**config.mk**
```make
export PLATFORM = sky130hd
export DESIGN_NAME = lc3b_pipe
export DESIGN_NICKNAME = d
export VERILOG_FILES = /design/src/lc3b_types.sv /design/src/cpu_control.sv /design/src/lc3b_execute.sv /design/src/lc3b_mem_wb.sv /design/src/lc3b_pipe.sv /design/src/lc3b_regfile.sv
export VERILOG_INCLUDE_DIRS = /design/src
export SDC_FILE = /design/constraint.sdc
export NUM_CORES = 2
export LEC_CHECK = 0
export BUFFER_PORTS_ARGS = -buffer_cell sky130_fd_sc_hd__buf_2
export CORE_MARGIN = 2
export CORE_UTILIZATION = 36
export CTS_CLUSTER_SIZE = 25
export DETAILED_ROUTE_END_ITERATION = 6
export PLACE_DENSITY = 0.51
export SLEW_MARGIN = 5
export SYNTH_ARGS = -nofsm -noshare
export SYNTH_HDL_FRONTEND = slang
export SYNTH_MEMORY_MAX_BITS = 65536
export SYNTH_SLANG_ARGS = --single-unit
```
**constraint.sdc**
```tcl
create_clock -name clk -period 8.76 [get_ports clk]
set_input_delay 1.752 -clock clk [delete_from_list [all_inputs] [get_ports clk]]
set_output_delay 1.752 -clock clk [all_outputs]
set_load 0.02 [all_outputs]
```
**src/lc3b_consts.svh**
```systemverilog
`ifndef LC3B_CONSTS_SVH
`define LC3B_CONSTS_SVH

`define LC3B_RAM_WORDS   256        // data ram depth in 16-bit words
`define LC3B_WB_LATENCY  3          // acceptance edge to wb_valid cycle
`define LC3B_RESET_PC    16'h0000   // first accepted instruction sits here

`endif

```
**src/lc3b_types.sv**
```systemverilog
package lc3b_types;

    typedef logic [15:0] lc3b_word;             // data or byte address
    typedef logic [2:0]  lc3b_reg;              // register index
    typedef logic [2:0]  lc3b_nzp;              // n at bit 2, p at bit 0

    // second alu operand: 00 src2 / 01 imm4 / 10 imm5 / 11 offset6 << 1
    typedef logic [1:0]  lc3b_alumux_sel;

    // write-back value: 00 alu / 01 memory data / 10 pc + offset9
    typedef logic [1:0]  lc3b_regfilemux_sel;

    typedef enum logic [3:0] {
        op_br   = 4'b0000,
        op_add  = 4'b0001,
        op_ldb  = 4'b0010,
        op_stb  = 4'b0011,
        op_jsr  = 4'b0100,
        op_and  = 4'b0101,
        op_ldr  = 4'b0110,
        op_str  = 4'b0111,
        op_rti  = 4'b1000,
        op_not  = 4'b1001,
        op_ldi  = 4'b1010,
        op_sti  = 4'b1011,
        op_jmp  = 4'b1100,
        op_shf  = 4'b1101,
        op_lea  = 4'b1110,
        op_trap = 4'b1111
    } lc3b_opcode;

    typedef enum logic [2:0] {
        alu_add,
        alu_and,
        alu_not,
        alu_pass,
        alu_sll,
        alu_srl,
        alu_sra
    } lc3b_aluop;

endpackage : lc3b_types

```
**src/cpu_control.sv**
```systemverilog
`timescale 1ns/10ps

module cpu_control (
    input  lc3b_types::lc3b_opcode         opcode,
    input  logic                           ir_4,
    input  logic                           ir_5,
    input  logic                           ir_11,
    output logic                           src2mux_sel,
    output lc3b_types::lc3b_aluop          aluop,
    output lc3b_types::lc3b_alumux_sel     alumux_sel,
    output logic                           d_mem_read,
    output logic                           d_mem_write,
    output lc3b_types::lc3b_regfilemux_sel regfilemux_sel,
    output logic                           load_regfile,
    output logic                           load_cc
);
    import lc3b_types::*;

    always_comb begin
        // defaults describe a bubble
        src2mux_sel    = 1'b0;              // sr2 from ir[2:0]
        aluop          = alu_pass;
        alumux_sel     = 2'b00;             // src2
        d_mem_read     = 1'b0;
        d_mem_write    = 1'b0;
        regfilemux_sel = 2'b00;             // alu result
        load_regfile   = 1'b0;
        load_cc        = 1'b0;

        case (opcode)
            op_add: begin
                aluop        = alu_add;
                alumux_sel   = ir_5 ? 2'b10 : 2'b00;   // imm5 or src2
                load_regfile = 1'b1;
                load_cc      = 1'b1;
            end
            op_and: begin
                aluop        = alu_and;
                alumux_sel   = ir_5 ? 2'b10 : 2'b00;
                load_regfile = 1'b1;
                load_cc      = 1'b1;
            end
            op_not: begin
                aluop        = alu_not;
                load_regfile = 1'b1;
                load_cc      = 1'b1;
            end
            op_shf: begin
                case ({ir_4, ir_5})
                    2'b10:   aluop = alu_srl;
                    2'b11:   aluop = alu_sra;        // sign fill
                    default: aluop = alu_sll;        // left shift ignores ir_5
                endcase
                alumux_sel   = 2'b01;                // imm4 is the amount
                load_regfile = 1'b1;
                load_cc      = 1'b1;
            end
            op_ldr: begin
                aluop          = alu_add;            // base + offset6 << 1
                alumux_sel     = 2'b11;
                d_mem_read     = 1'b1;
                regfilemux_sel = 2'b01;              // memory data
                load_regfile   = 1'b1;
                load_cc        = 1'b1;
            end
            op_str: begin
                src2mux_sel = 1'b1;                  // store data from ir[11:9]
                aluop       = alu_add;
                alumux_sel  = 2'b11;
                d_mem_write = 1'b1;
            end
            op_lea: begin
                regfilemux_sel = 2'b10;              // pc + offset9
                load_regfile   = 1'b1;
                load_cc        = 1'b1;
            end
            default: ;                               // no fetch path, so nothing to do
        endcase
    end

    // a single data port cannot read and write in one memory cycle
    rw_exclusive: assert final (!(d_mem_read && d_mem_write))
        else $error("read and write both decoded, opcode %b ir_11/5/4 %b%b%b",
                    opcode, ir_11, ir_5, ir_4);

endmodule : cpu_control

```
**src/lc3b_execute.sv**
```systemverilog
`timescale 1ns/10ps

module lc3b_execute (
    input  logic                           clk,
    input  logic                           reset,
    input  logic                           valid_ex,
    input  lc3b_types::lc3b_word           instr_ex,
    input  lc3b_types::lc3b_word           pc_ex,        // already pc + 2
    input  lc3b_types::lc3b_word           src1_ex,
    input  lc3b_types::lc3b_word           src2_ex,
    input  lc3b_types::lc3b_aluop          aluop_ex,
    input  lc3b_types::lc3b_alumux_sel     alumux_sel_ex,
    input  logic                           d_mem_read_ex,
    input  logic                           d_mem_write_ex,
    input  lc3b_types::lc3b_regfilemux_sel regfilemux_sel_ex,
    input  logic                           load_regfile_ex,
    input  logic                           load_cc_ex,
    output logic                           valid_mem,
    output lc3b_types::lc3b_word           alu_mem,
    output lc3b_types::lc3b_word           addr_mem,
    output lc3b_types::lc3b_word           sdata_mem,
    output lc3b_types::lc3b_word           pcoff_mem,
    output lc3b_types::lc3b_reg            dest_mem,
    output logic                           d_mem_read_mem,
    output logic                           d_mem_write_mem,
    output lc3b_types::lc3b_regfilemux_sel regfilemux_sel_mem,
    output logic                           load_regfile_mem,
    output logic                           load_cc_mem
);
    import lc3b_types::*;

    lc3b_word imm4, imm5, off6, off9;
    lc3b_word alu_b, alu_out;

    assign imm4 = {12'b0, instr_ex[3:0]};                   // shift amount
    assign imm5 = {{11{instr_ex[4]}}, instr_ex[4:0]};
    assign off6 = {{9{instr_ex[5]}}, instr_ex[5:0], 1'b0};  // words to bytes
    assign off9 = {{6{instr_ex[8]}}, instr_ex[8:0], 1'b0};

    always_comb begin
        case (alumux_sel_ex)
            2'b01:   alu_b = imm4;
            2'b10:   alu_b = imm5;
            2'b11:   alu_b = off6;
            default: alu_b = src2_ex;
        endcase
    end

    always_comb begin
        case (aluop_ex)
            alu_add: alu_out = src1_ex + alu_b;
            alu_and: alu_out = src1_ex & alu_b;
            alu_not: alu_out = ~src1_ex;
            alu_sll: alu_out = src1_ex << alu_b[3:0];
            alu_srl: alu_out = src1_ex >> alu_b[3:0];
            alu_sra: alu_out = $signed(src1_ex) >>> alu_b[3:0];
            default: alu_out = alu_b;                       // pass
        endcase
    end

    always_ff @(posedge clk) begin
        if (reset) begin
            valid_mem <= 1'b0;
        end else begin
            valid_mem <= valid_ex;
        end
    end

    // downstream uses these only while valid_mem is high
    always_ff @(posedge clk) begin
        if (valid_ex) begin
            alu_mem            <= alu_out;
            addr_mem           <= {alu_out[15:1], 1'b0};    // word aligned
            sdata_mem          <= src2_ex;
            pcoff_mem          <= pc_ex + off9;             // lea target
            dest_mem           <= instr_ex[11:9];
            d_mem_read_mem     <= d_mem_read_ex;
            d_mem_write_mem    <= d_mem_write_ex;
            regfilemux_sel_mem <= regfilemux_sel_ex;
            load_regfile_mem   <= load_regfile_ex;
            load_cc_mem        <= load_cc_ex;
        end
    end

    aluop_known: assert property (@(posedge clk) disable iff (reset)
        valid_ex |-> !$isunknown(aluop_ex))
        else $error("aluop unknown on a valid instruction in execute");

endmodule : lc3b_execute

```
**src/lc3b_mem_wb.sv**
```systemverilog
`timescale 1ns/10ps
`include "lc3b_consts.svh"

module lc3b_mem_wb (
    input  logic                           clk,
    input  logic                           reset,
    input  logic                           valid_mem,
    input  lc3b_types::lc3b_word           alu_mem,
    input  lc3b_types::lc3b_word           addr_mem,
    input  lc3b_types::lc3b_word           sdata_mem,
    input  lc3b_types::lc3b_word           pcoff_mem,
    input  lc3b_types::lc3b_reg            dest_mem,
    input  logic                           d_mem_read,
    input  logic                           d_mem_write,
    input  lc3b_types::lc3b_regfilemux_sel regfilemux_sel,
    input  logic                           load_regfile,
    input  logic                           load_cc,
    output logic                           st_valid,
    output lc3b_types::lc3b_word           st_addr,
    output lc3b_types::lc3b_word           st_data,
    output logic                           wb_valid,
    output lc3b_types::lc3b_reg            wb_dest,
    output lc3b_types::lc3b_word           wb_data,
    output lc3b_types::lc3b_nzp            cc
);
    import lc3b_types::*;

    lc3b_word           ram [`LC3B_RAM_WORDS];
    lc3b_word           rdata;
    logic               valid_wb, load_regfile_wb, load_cc_wb;
    lc3b_reg            dest_wb;
    lc3b_word           alu_wb, mdr_wb, pcoff_wb;
    lc3b_regfilemux_sel regfilemux_sel_wb;
    lc3b_nzp            nzp;

    assign rdata = ram[addr_mem[8:1]];                  // async read by word index

    always_ff @(posedge clk) begin
        if (valid_mem && d_mem_write) begin
            ram[addr_mem[8:1]] <= sdata_mem;
        end
    end

    assign st_valid = valid_mem & d_mem_write;
    assign st_addr  = addr_mem;
    assign st_data  = sdata_mem;

    always_ff @(posedge clk) begin
        if (reset) begin
            valid_wb <= 1'b0;
        end else begin
            valid_wb <= valid_mem;
        end
    end

    always_ff @(posedge clk) begin
        if (valid_mem) begin
            dest_wb           <= dest_mem;
            alu_wb            <= alu_mem;
            pcoff_wb          <= pcoff_mem;
            regfilemux_sel_wb <= regfilemux_sel;
            load_regfile_wb   <= load_regfile;
            load_cc_wb        <= load_cc;
            if (d_mem_read) begin
                mdr_wb <= rdata;                        // only loads need it
            end
        end
    end

    always_comb begin
        case (regfilemux_sel_wb)
            2'b01:   wb_data = mdr_wb;
            2'b10:   wb_data = pcoff_wb;
            default: wb_data = alu_wb;
        endcase
    end

    assign wb_valid = valid_wb & load_regfile_wb;
    assign wb_dest  = dest_wb;

    assign nzp = {wb_data[15], wb_data == 16'h0000, !wb_data[15] && wb_data != 16'h0000};

    always_ff @(posedge clk) begin
        if (reset) begin
            cc <= 3'b000;
        end else if (valid_wb && load_cc_wb) begin
            cc <= nzp;                                  // one-hot once loaded
        end
    end

    wb_data_known: assert property (@(posedge clk) disable iff (reset)
        wb_valid |-> !$isunknown(wb_data))
        else $error("write-back of an unknown value to r%0d", wb_dest);

endmodule : lc3b_mem_wb

```
**src/lc3b_pipe.sv**
```systemverilog
`timescale 1ns/10ps
`include "lc3b_consts.svh"

module lc3b_pipe (
    input  logic                 clk,
    input  logic                 reset,
    input  logic                 instr_valid,
    input  lc3b_types::lc3b_word instr,
    output logic                 wb_valid,
    output lc3b_types::lc3b_reg  wb_dest,
    output lc3b_types::lc3b_word wb_data,
    output lc3b_types::lc3b_nzp  cc,
    output logic                 st_valid,
    output lc3b_types::lc3b_word st_addr,
    output lc3b_types::lc3b_word st_data
);
    import lc3b_types::*;

    lc3b_word           pc, pc_plus2, src1, src2;
    lc3b_reg            sr2;
    logic               src2mux_sel, d_mem_read, d_mem_write, load_regfile, load_cc;
    lc3b_aluop          aluop, aluop_ex;
    lc3b_alumux_sel     alumux_sel, alumux_sel_ex;
    lc3b_regfilemux_sel regfilemux_sel, regfilemux_sel_ex, regfilemux_sel_mem;
    logic               valid_ex, d_mem_read_ex, d_mem_write_ex, load_regfile_ex, load_cc_ex;
    lc3b_word           instr_ex, pc_ex, src1_ex, src2_ex;
    logic               valid_mem, d_mem_read_mem, d_mem_write_mem;
    logic               load_regfile_mem, load_cc_mem;
    lc3b_word           alu_mem, addr_mem, sdata_mem, pcoff_mem;
    lc3b_reg            dest_mem;

    assign pc_plus2 = pc + 16'd2;
    assign sr2      = src2mux_sel ? instr[11:9] : instr[2:0];  // str reads its source here

    cpu_control control (
        .opcode(lc3b_opcode'(instr[15:12])), .ir_4(instr[4]), .ir_5(instr[5]),
        .ir_11(instr[11]), .src2mux_sel(src2mux_sel), .aluop(aluop),
        .alumux_sel(alumux_sel), .d_mem_read(d_mem_read), .d_mem_write(d_mem_write),
        .regfilemux_sel(regfilemux_sel), .load_regfile(load_regfile), .load_cc(load_cc)
    );

    lc3b_regfile regfile (
        .clk(clk), .reset(reset), .load(wb_valid), .dest(wb_dest), .in_data(wb_data),
        .sr1(instr[8:6]), .sr2(sr2), .sr1_out(src1), .sr2_out(src2)
    );

    always_ff @(posedge clk) begin
        if (reset) begin
            pc       <= `LC3B_RESET_PC;
            valid_ex <= 1'b0;
        end else begin
            valid_ex <= instr_valid;
            if (instr_valid) begin
                pc <= pc_plus2;                         // advances per accepted instr
            end
        end
    end

    // id/ex payload
    always_ff @(posedge clk) begin
        if (instr_valid) begin
            instr_ex          <= instr;
            pc_ex             <= pc_plus2;
            src1_ex           <= src1;
            src2_ex           <= src2;
            aluop_ex          <= aluop;
            alumux_sel_ex     <= alumux_sel;
            d_mem_read_ex     <= d_mem_read;
            d_mem_write_ex    <= d_mem_write;
            regfilemux_sel_ex <= regfilemux_sel;
            load_regfile_ex   <= load_regfile;
            load_cc_ex        <= load_cc;
        end
    end

    lc3b_execute execute (
        .clk(clk), .reset(reset), .valid_ex(valid_ex), .instr_ex(instr_ex),
        .pc_ex(pc_ex), .src1_ex(src1_ex), .src2_ex(src2_ex), .aluop_ex(aluop_ex),
        .alumux_sel_ex(alumux_sel_ex), .d_mem_read_ex(d_mem_read_ex),
        .d_mem_write_ex(d_mem_write_ex), .regfilemux_sel_ex(regfilemux_sel_ex),
        .load_regfile_ex(load_regfile_ex), .load_cc_ex(load_cc_ex),
        .valid_mem(valid_mem), .alu_mem(alu_mem), .addr_mem(addr_mem),
        .sdata_mem(sdata_mem), .pcoff_mem(pcoff_mem), .dest_mem(dest_mem),
        .d_mem_read_mem(d_mem_read_mem), .d_mem_write_mem(d_mem_write_mem),
        .regfilemux_sel_mem(regfilemux_sel_mem), .load_regfile_mem(load_regfile_mem),
        .load_cc_mem(load_cc_mem)
    );

    lc3b_mem_wb mem_wb (
        .clk(clk), .reset(reset), .valid_mem(valid_mem), .alu_mem(alu_mem),
        .addr_mem(addr_mem), .sdata_mem(sdata_mem), .pcoff_mem(pcoff_mem),
        .dest_mem(dest_mem), .d_mem_read(d_mem_read_mem), .d_mem_write(d_mem_write_mem),
        .regfilemux_sel(regfilemux_sel_mem), .load_regfile(load_regfile_mem),
        .load_cc(load_cc_mem), .st_valid(st_valid), .st_addr(st_addr), .st_data(st_data),
        .wb_valid(wb_valid), .wb_dest(wb_dest), .wb_data(wb_data), .cc(cc)
    );

endmodule : lc3b_pipe

```
**src/lc3b_regfile.sv**
```systemverilog
`timescale 1ns/10ps

module lc3b_regfile (
    input  logic                 clk,
    input  logic                 reset,
    input  logic                 load,
    input  lc3b_types::lc3b_reg  dest,
    input  lc3b_types::lc3b_word in_data,
    input  lc3b_types::lc3b_reg  sr1,
    input  lc3b_types::lc3b_reg  sr2,
    output lc3b_types::lc3b_word sr1_out,
    output lc3b_types::lc3b_word sr2_out
);
    import lc3b_types::*;

    lc3b_word regs [8];

    always_ff @(posedge clk) begin
        if (reset) begin
            for (int i = 0; i < 8; i++) begin
                regs[i] <= '0;
            end
        end else if (load) begin
            regs[dest] <= in_data;
        end
    end

    // write-through so decode sees this cycle's write-back
    assign sr1_out = (load && dest == sr1) ? in_data : regs[sr1];
    assign sr2_out = (load && dest == sr2) ? in_data : regs[sr2];

endmodule : lc3b_regfile

```
Word level (Yosys, flattened, before mapping)
Memories as Yosys holds them, arrays and structs flattened. A register that Yosys moved wholly into a read port is not among the register bits.
Index checks and enable logic that the tools add are counted.
{ "word_totals": {"register_bits": 201, "ramBits": 4224, "input_bits": 19, "output_inout_bits": 56, "elab_cells": 101, "mem_count": 2} }
{ "memory_table": {"columns": ["memory", "depth", "word_bits", "read_ports", "rd_ports_with_merged_regs", "write_ports", "line_no", "text"], "rows": [
  ["mem_wb.ram", 256, 16, 1, 1, 1, "lc3b_mem_wb.sv:28", "lc3b_word ram [`LC3B_RAM_WORDS];"],
  ["regfile.regs", 8, 16, 2, 0, 8, "lc3b_regfile.sv:16", "lc3b_word regs [8];"]
]} }
{ "classes": {"addsub": 3, "n_eq_ne": 21, "n_shift": 3, "mux": 24, "n_bitwise": 4, "reduce_logical": 15} }
{ "op_table": {"columns": ["cell", "count"], "rows": [
  ["16-bit one-hot mux with 6 select lines", 1],
  ["16-bit two-way mux", 3],
  ["16-bit one-hot mux with 3 select lines", 1],
  ["16-bit adder", 2],
  ["16-bit one-hot mux with 2 select lines", 1],
  ["16-bit by 2-bit adder with 16-bit output (second input constant)", 1],
  ["16-bit AND", 1],
  ["16-bit zero test", 1],
  ["16-bit inverter", 1],
  ["16-bit nonzero test", 1],
  ["16-bit OR reduction", 1],
  ["16-bit by 4-bit << shifter with 16-bit output", 1],
  ["16-bit by 4-bit right shift with 16-bit output", 1],
  ["16-bit by 4-bit >>> shifter with 16-bit output", 1],
  ["4-bit by 3-bit equality test with 1-bit output (second input constant)", 3],
  ["4-bit equality test (second input constant)", 3],
  ["3-bit one-hot mux with 4 select lines", 1],
  ["1-bit two-way mux", 11],
  ["2-bit equality test (second input constant)", 5],
  ["3-bit equality test (second input constant)", 3],
  ["2-bit one-hot mux with 2 select lines", 2],
  ["3-bit equality test", 2],
  ["3-bit two-way mux", 2],
  ["2-bit one-hot mux with 3 select lines", 1],
  ["other kinds (13)", 20]
]} }

Depth between registers and ports, before layout
{ "depth": {"depth_word": 6, "ltp_mapped": 14, "ltp_nobuf": 12} }

By module
A second synthesis with hierarchy kept.
{ "unflattened": {"cells_unflattened": 8156, "area_unflattened_um2": 173784.2} }
{ "by_module_without_submodules": {"columns": ["mod", "instances", "cells_per_inst", "area_per_inst_um2", "seq_area_each_um2"], "rows": [
  ["lc3b_mem_wb", 1, 6860, 157195.8, 124729.6],
  ["lc3b_regfile", 1, 445, 7453.4, 3843.7],
  ["lc3b_execute", 1, 637, 5775.5, 1731.7],
  ["lc3b_pipe", 1, 190, 3201.8, 2542.4],
  ["cpu_control", 1, 24, 157.7, 0.0]
]} }

Worst setup path after synthesis
OpenSTA, ideal clock, no wires.
{ "synth_path": {"path_type": "register -> output", "from": "register execute.sdata_mem[0]", "to": "output port st_data[0]", "arrival_time_ns": 3.349, "required_time_ns": 7.008, "path_slack_ns": 3.659, "stages_incl_launch_ff": 1, "path_buffers": 0, "cell_sequence": "edfxtp_1"} }
{ "synth_rtl": {"columns": ["item", "line_no", "text"], "rows": [
  ["from (decl)", "lc3b_execute.sv:21", "output lc3b_types::lc3b_word sdata_mem,"],
  ["from (signal assigned)", "lc3b_execute.sv:74", "sdata_mem <= src2_ex;"],
  ["to (decl)", "lc3b_pipe.sv:15", "output lc3b_types::lc3b_word st_data"]
]} }
No word-level cell between the ends.

==> results.json <==
{
  "fp.dieW_um": 698.7,
  "num_io_pins": 75,
  "cts.htree.levels": 5,
  "tritoncts": "yes",
  "crit_path_largest_cell_delay_ns": 0.75,
  "first_global_vias": 87060,
  "setup.worst_path.start_class": "flop",
  "initial_antenna_violation_count": 38,
  "worst_path_max_delay_cell": "edfxtp_1",
  "synth.ff_latch_count": 4420,
  "synth-seq-area-share_pct": 76.28,
  "worst_hold_check_slack_ns": 0.3992,
  "violations_in_the_final_reports": "capacitance limit, slew limit",
  "number_of_core_rows": 255,
  "routed_wl_um": 527000,
  "power.ir.vdd_worst_v": 0.0001829,
  "cp-end-kind": "flop",
  "grt_first_pass_wirelength_um": 726100,
  "final_cell_area_sq_um": 198800,
  "postSynth.asyncResetShare_pct": 0,
  "timing.critical_path.arrival_ns": 6.09,
  "synth.lib_cells_used.distinct": 74,
  "synth_fp_nets": 7987,
  "path_class": "flop to flop",
  "finalNetCount": 8453,
  "final_min_period_over_clock_period_pct": 61.31,
  "gpl.final_weighted_congestion": 0.8846,
  "fmax_mhz": 186.2,
  "drcViolationCount": 0,
  "rsz0062_at_grt": "no",
  "top_area_cells_in_the_synthesized_netlist": "edfxtp_1 76%, mux4_2 16%, nor2_1 1.1%",
  "grt_start_max_net_pins": 174,
  "synth_top_family_by_area": "multiplexers",
  "top_area_cell_type_share_of_the_netlist_area_pct": 76.04,
  "cp_data_required_time_ns": 9.48,
  "groute.usage.overall_pct": 21.23,
  "cts_inserted_buffers": 454,
  "yosysMostFrequentCell": "edfxtp_1",
  "post_dp_cell_area_sq_um": 184000,
  "placedCellCount": 14360,
  "synthAdderAreaFrac_pct": 0.2751,
  "total_power_mw": 47.03,
  "avgSynthCellArea_sq_um": 21.90,
  "syn_area_sq_um": 173700,
  "worst-r2r-cell-count": 9,
  "drc_marker_count_from_the_first_detailed_route_iteration": 11070,
  "cts.root.buffer_cell": "clkbuf_16",
  "yosys-top-cells-count": "4399 x edfxtp_1, 1241 x mux4_2, 510 x nor2_1, 246 x clkbuf_1, 183 x mux2i_1",
  "post_cts_resize_count": 0,
  "area_growth_syn_to_layout_pct": 14.45,
  "hold_viol": 0,
  "route.vias.total": 87130,
  "hold_path_end": "mem_wb.pcoff_wb[10]$_DFFE_PP_",
  "worstHoldStart": "execute.pcoff_mem[10]$_DFFE_PP_",
  "synth_edf_count": 4399,
  "synthMuxAreaShare_pct": 17.22,
  "timing.reg2reg.setup_slack_ns": 3.39,
  "critical_path.cell_chain": "buf_4 > buf_12 > mux4_2 > a22o_1 > a221oi_1 > o22ai_1 > nor3_1 > o21ai_0 > or4_1",
  "minimum_clock_period_after_layout_ns": 5.371,
  "final.setup.tns_ns": 0,
  "crit_fanout": 80,
  "setup-violations-final": 0,
  "clock-skew-final_ns": 0.05937,
  "largest_area_contributor_in_the_synthesized_netlist": "edfxtp_1",
  "fp.coreArea_sq_um": 481500,
  "cell_depth_of_the_worst_min_delay_path": 0,
  "synth_compound_gate_area_share_pct": 2.331,
  "place_hpwl_um": 320800,
  "clk_transition_reported_paths_ns": 0.06,
  "floorplan.initialDensity_pct": 36.08,
  "timing.rr.end": "mem_wb.mdr_wb[7]$_DFFE_PP_",
  "leakage_power_figure_nw": 61.94,
  "placement.io_buffers": 73,
  "wire_per_inst_um": 34.61,
  "cpLargestDelayFamily": "compound AO/OA/AOI/OAI gates",
  "p_per_area_nw_per_um2": 236.6,
  "worstPathBufferInverterCount": 2,
  "cts_hold_buf": 0,
  "synth_ff_type": "edfxtp_1",
  "drive_gt1_share_pct": 30.09,
  "synth_simple_gate_area_share_pct": 2.207,
  "worst_pin_slew_ns": 1.484,
  "synth_xor_area_share_pct": 0.2874,
  "die_area_sq_um": 488100,
  "crit-reg2reg-launch": "execute.alu_mem[1]$_DFFE_PP_",
  "cts_setup_buffers": 0,
  "slew_viol_final": 1,
  "tritoncts_num_sinks": 4420,
  "synthCells": 7931,
  "grt_remaining_overflow": 0,
  "final-instance-count-excl-fill": 15230,
  "outcome": "finished, violations left",
  "cts_buffer_depth": 4,
  "max_cap_check_violation_count": 1,
  "synth_warnings": 0,
  "hold_path.class": "flop to flop",
  "timing.max_slew.rel_slack_pct": -1.506,
  "vias_per_cell": 5.721,
  "clock_latency_ns": 1.01,
  "detail-route-antenna-nets": 0,
  "drt-pass1-iter-count": 6,
  "die_height_um": 698.7
}
==> through the flow <==
stage	setup WS, ns	utilization [%]
after floorplan	3.659	-
after global placement	2.745	38.21
after detailed placement	2.846	38.22
after CTS	2.763	41.28
after global routing	3.314	41.29
final	3.389	41.30
==> power breakdown <==
group,internal (mW),switching (mW)
clock network,11.1,8.22
logic,1.56,2.70
registers,23.4,0.106
total,36.0,11.0
==> flip-flops by register name, indices dropped and copies added (netlist names), 16 cells and up <==
name               cells
execute.alu_mem       16
execute.sdata_mem     16
mem_wb.alu_wb         16
mem_wb.mdr_wb         16
mem_wb.ram          4096
regfile.regs         128
src1_ex               16
src2_ex               16
==> layer usage <==
metal	vias to the layer above	routed length [um]	GRT usage, %
li1	34520	-	-
met3	727	43480	4.202
met4	10	16890	6.087
met1	48020	218600	29.86
met5	-	69	0
met2	3846	247900	33.69
==> layout make-up <==
| class | instances | area, sq um |
|---|---|---|
| Tap cell | 6425 | 8039 |
| Clock inverter | 295 | 2917 |
| Timing Repair Buffer | 490 | 3819 |
| Fill cell | 41860 | 282600 |
| Clock buffer | 547 | 11820 |
| Multi-Input combinational cell | 2991 | 39500 |
| Sequential cell | 4420 | 132500 |
| Antenna cell | 21 | 52.55 |
| Inverter | 40 | 166.4 |
==> layout by cell type, fill, tap and decap left out, drive strengths merged, types with 11 or more instances in the layout <==
master	count
edfxtp	4399
mux4	1241
clkbuf	548
nor2	510
buf	489
clkinv	213
mux2i	184
nand2	173
a22oi	102
a21oi	101
o21ai	57
inv	57
bufinv	51
o22ai	49
a22o	48
a221oi	42
nor2b	38
ha	35
xor2	33
a211oi	32
nor3	30
nand3	29
xnor2	24
nand4	24
or3	22
diode	21
o21a	21
dfxtp	21
nand2b	16
and3	14
clkinvlp	14
o211ai	11
o221ai	11
o32ai	11
==> how the worst max path moves through the flow <==
stage | startpoint | endpoint | slack, ns | cells past startpoint
after floorplan | execute.sdata_mem[0]$_DFFE_PP_ | st_data[0] | 3.66 | 0
after global placement | execute.alu_mem[1]$_DFFE_PP_ | mem_wb.mdr_wb[7]$_DFFE_PP_ | 2.75 | 9
after detailed placement | execute.alu_mem[1]$_DFFE_PP_ | mem_wb.mdr_wb[7]$_DFFE_PP_ | 2.85 | 9
after CTS | execute.alu_mem[1]$_DFFE_PP_ | mem_wb.mdr_wb[7]$_DFFE_PP_ | 2.76 | 9
after global routing | execute.alu_mem[1]$_DFFE_PP_ | mem_wb.mdr_wb[7]$_DFFE_PP_ | 3.31 | 9
final | execute.alu_mem[1]$_DFFE_PP_ | mem_wb.mdr_wb[7]$_DFFE_PP_ | 3.39 | 9
==> logic make-up after synthesis <==
family | count (synthesis)
compound gates | 570
other cells | 1
xor+xnor | 57
flops | 4420
simple gates | 891
fa+ha+maj | 37
buf+inv | 520
mux | 1435
(Power assumes the default switching activity.)
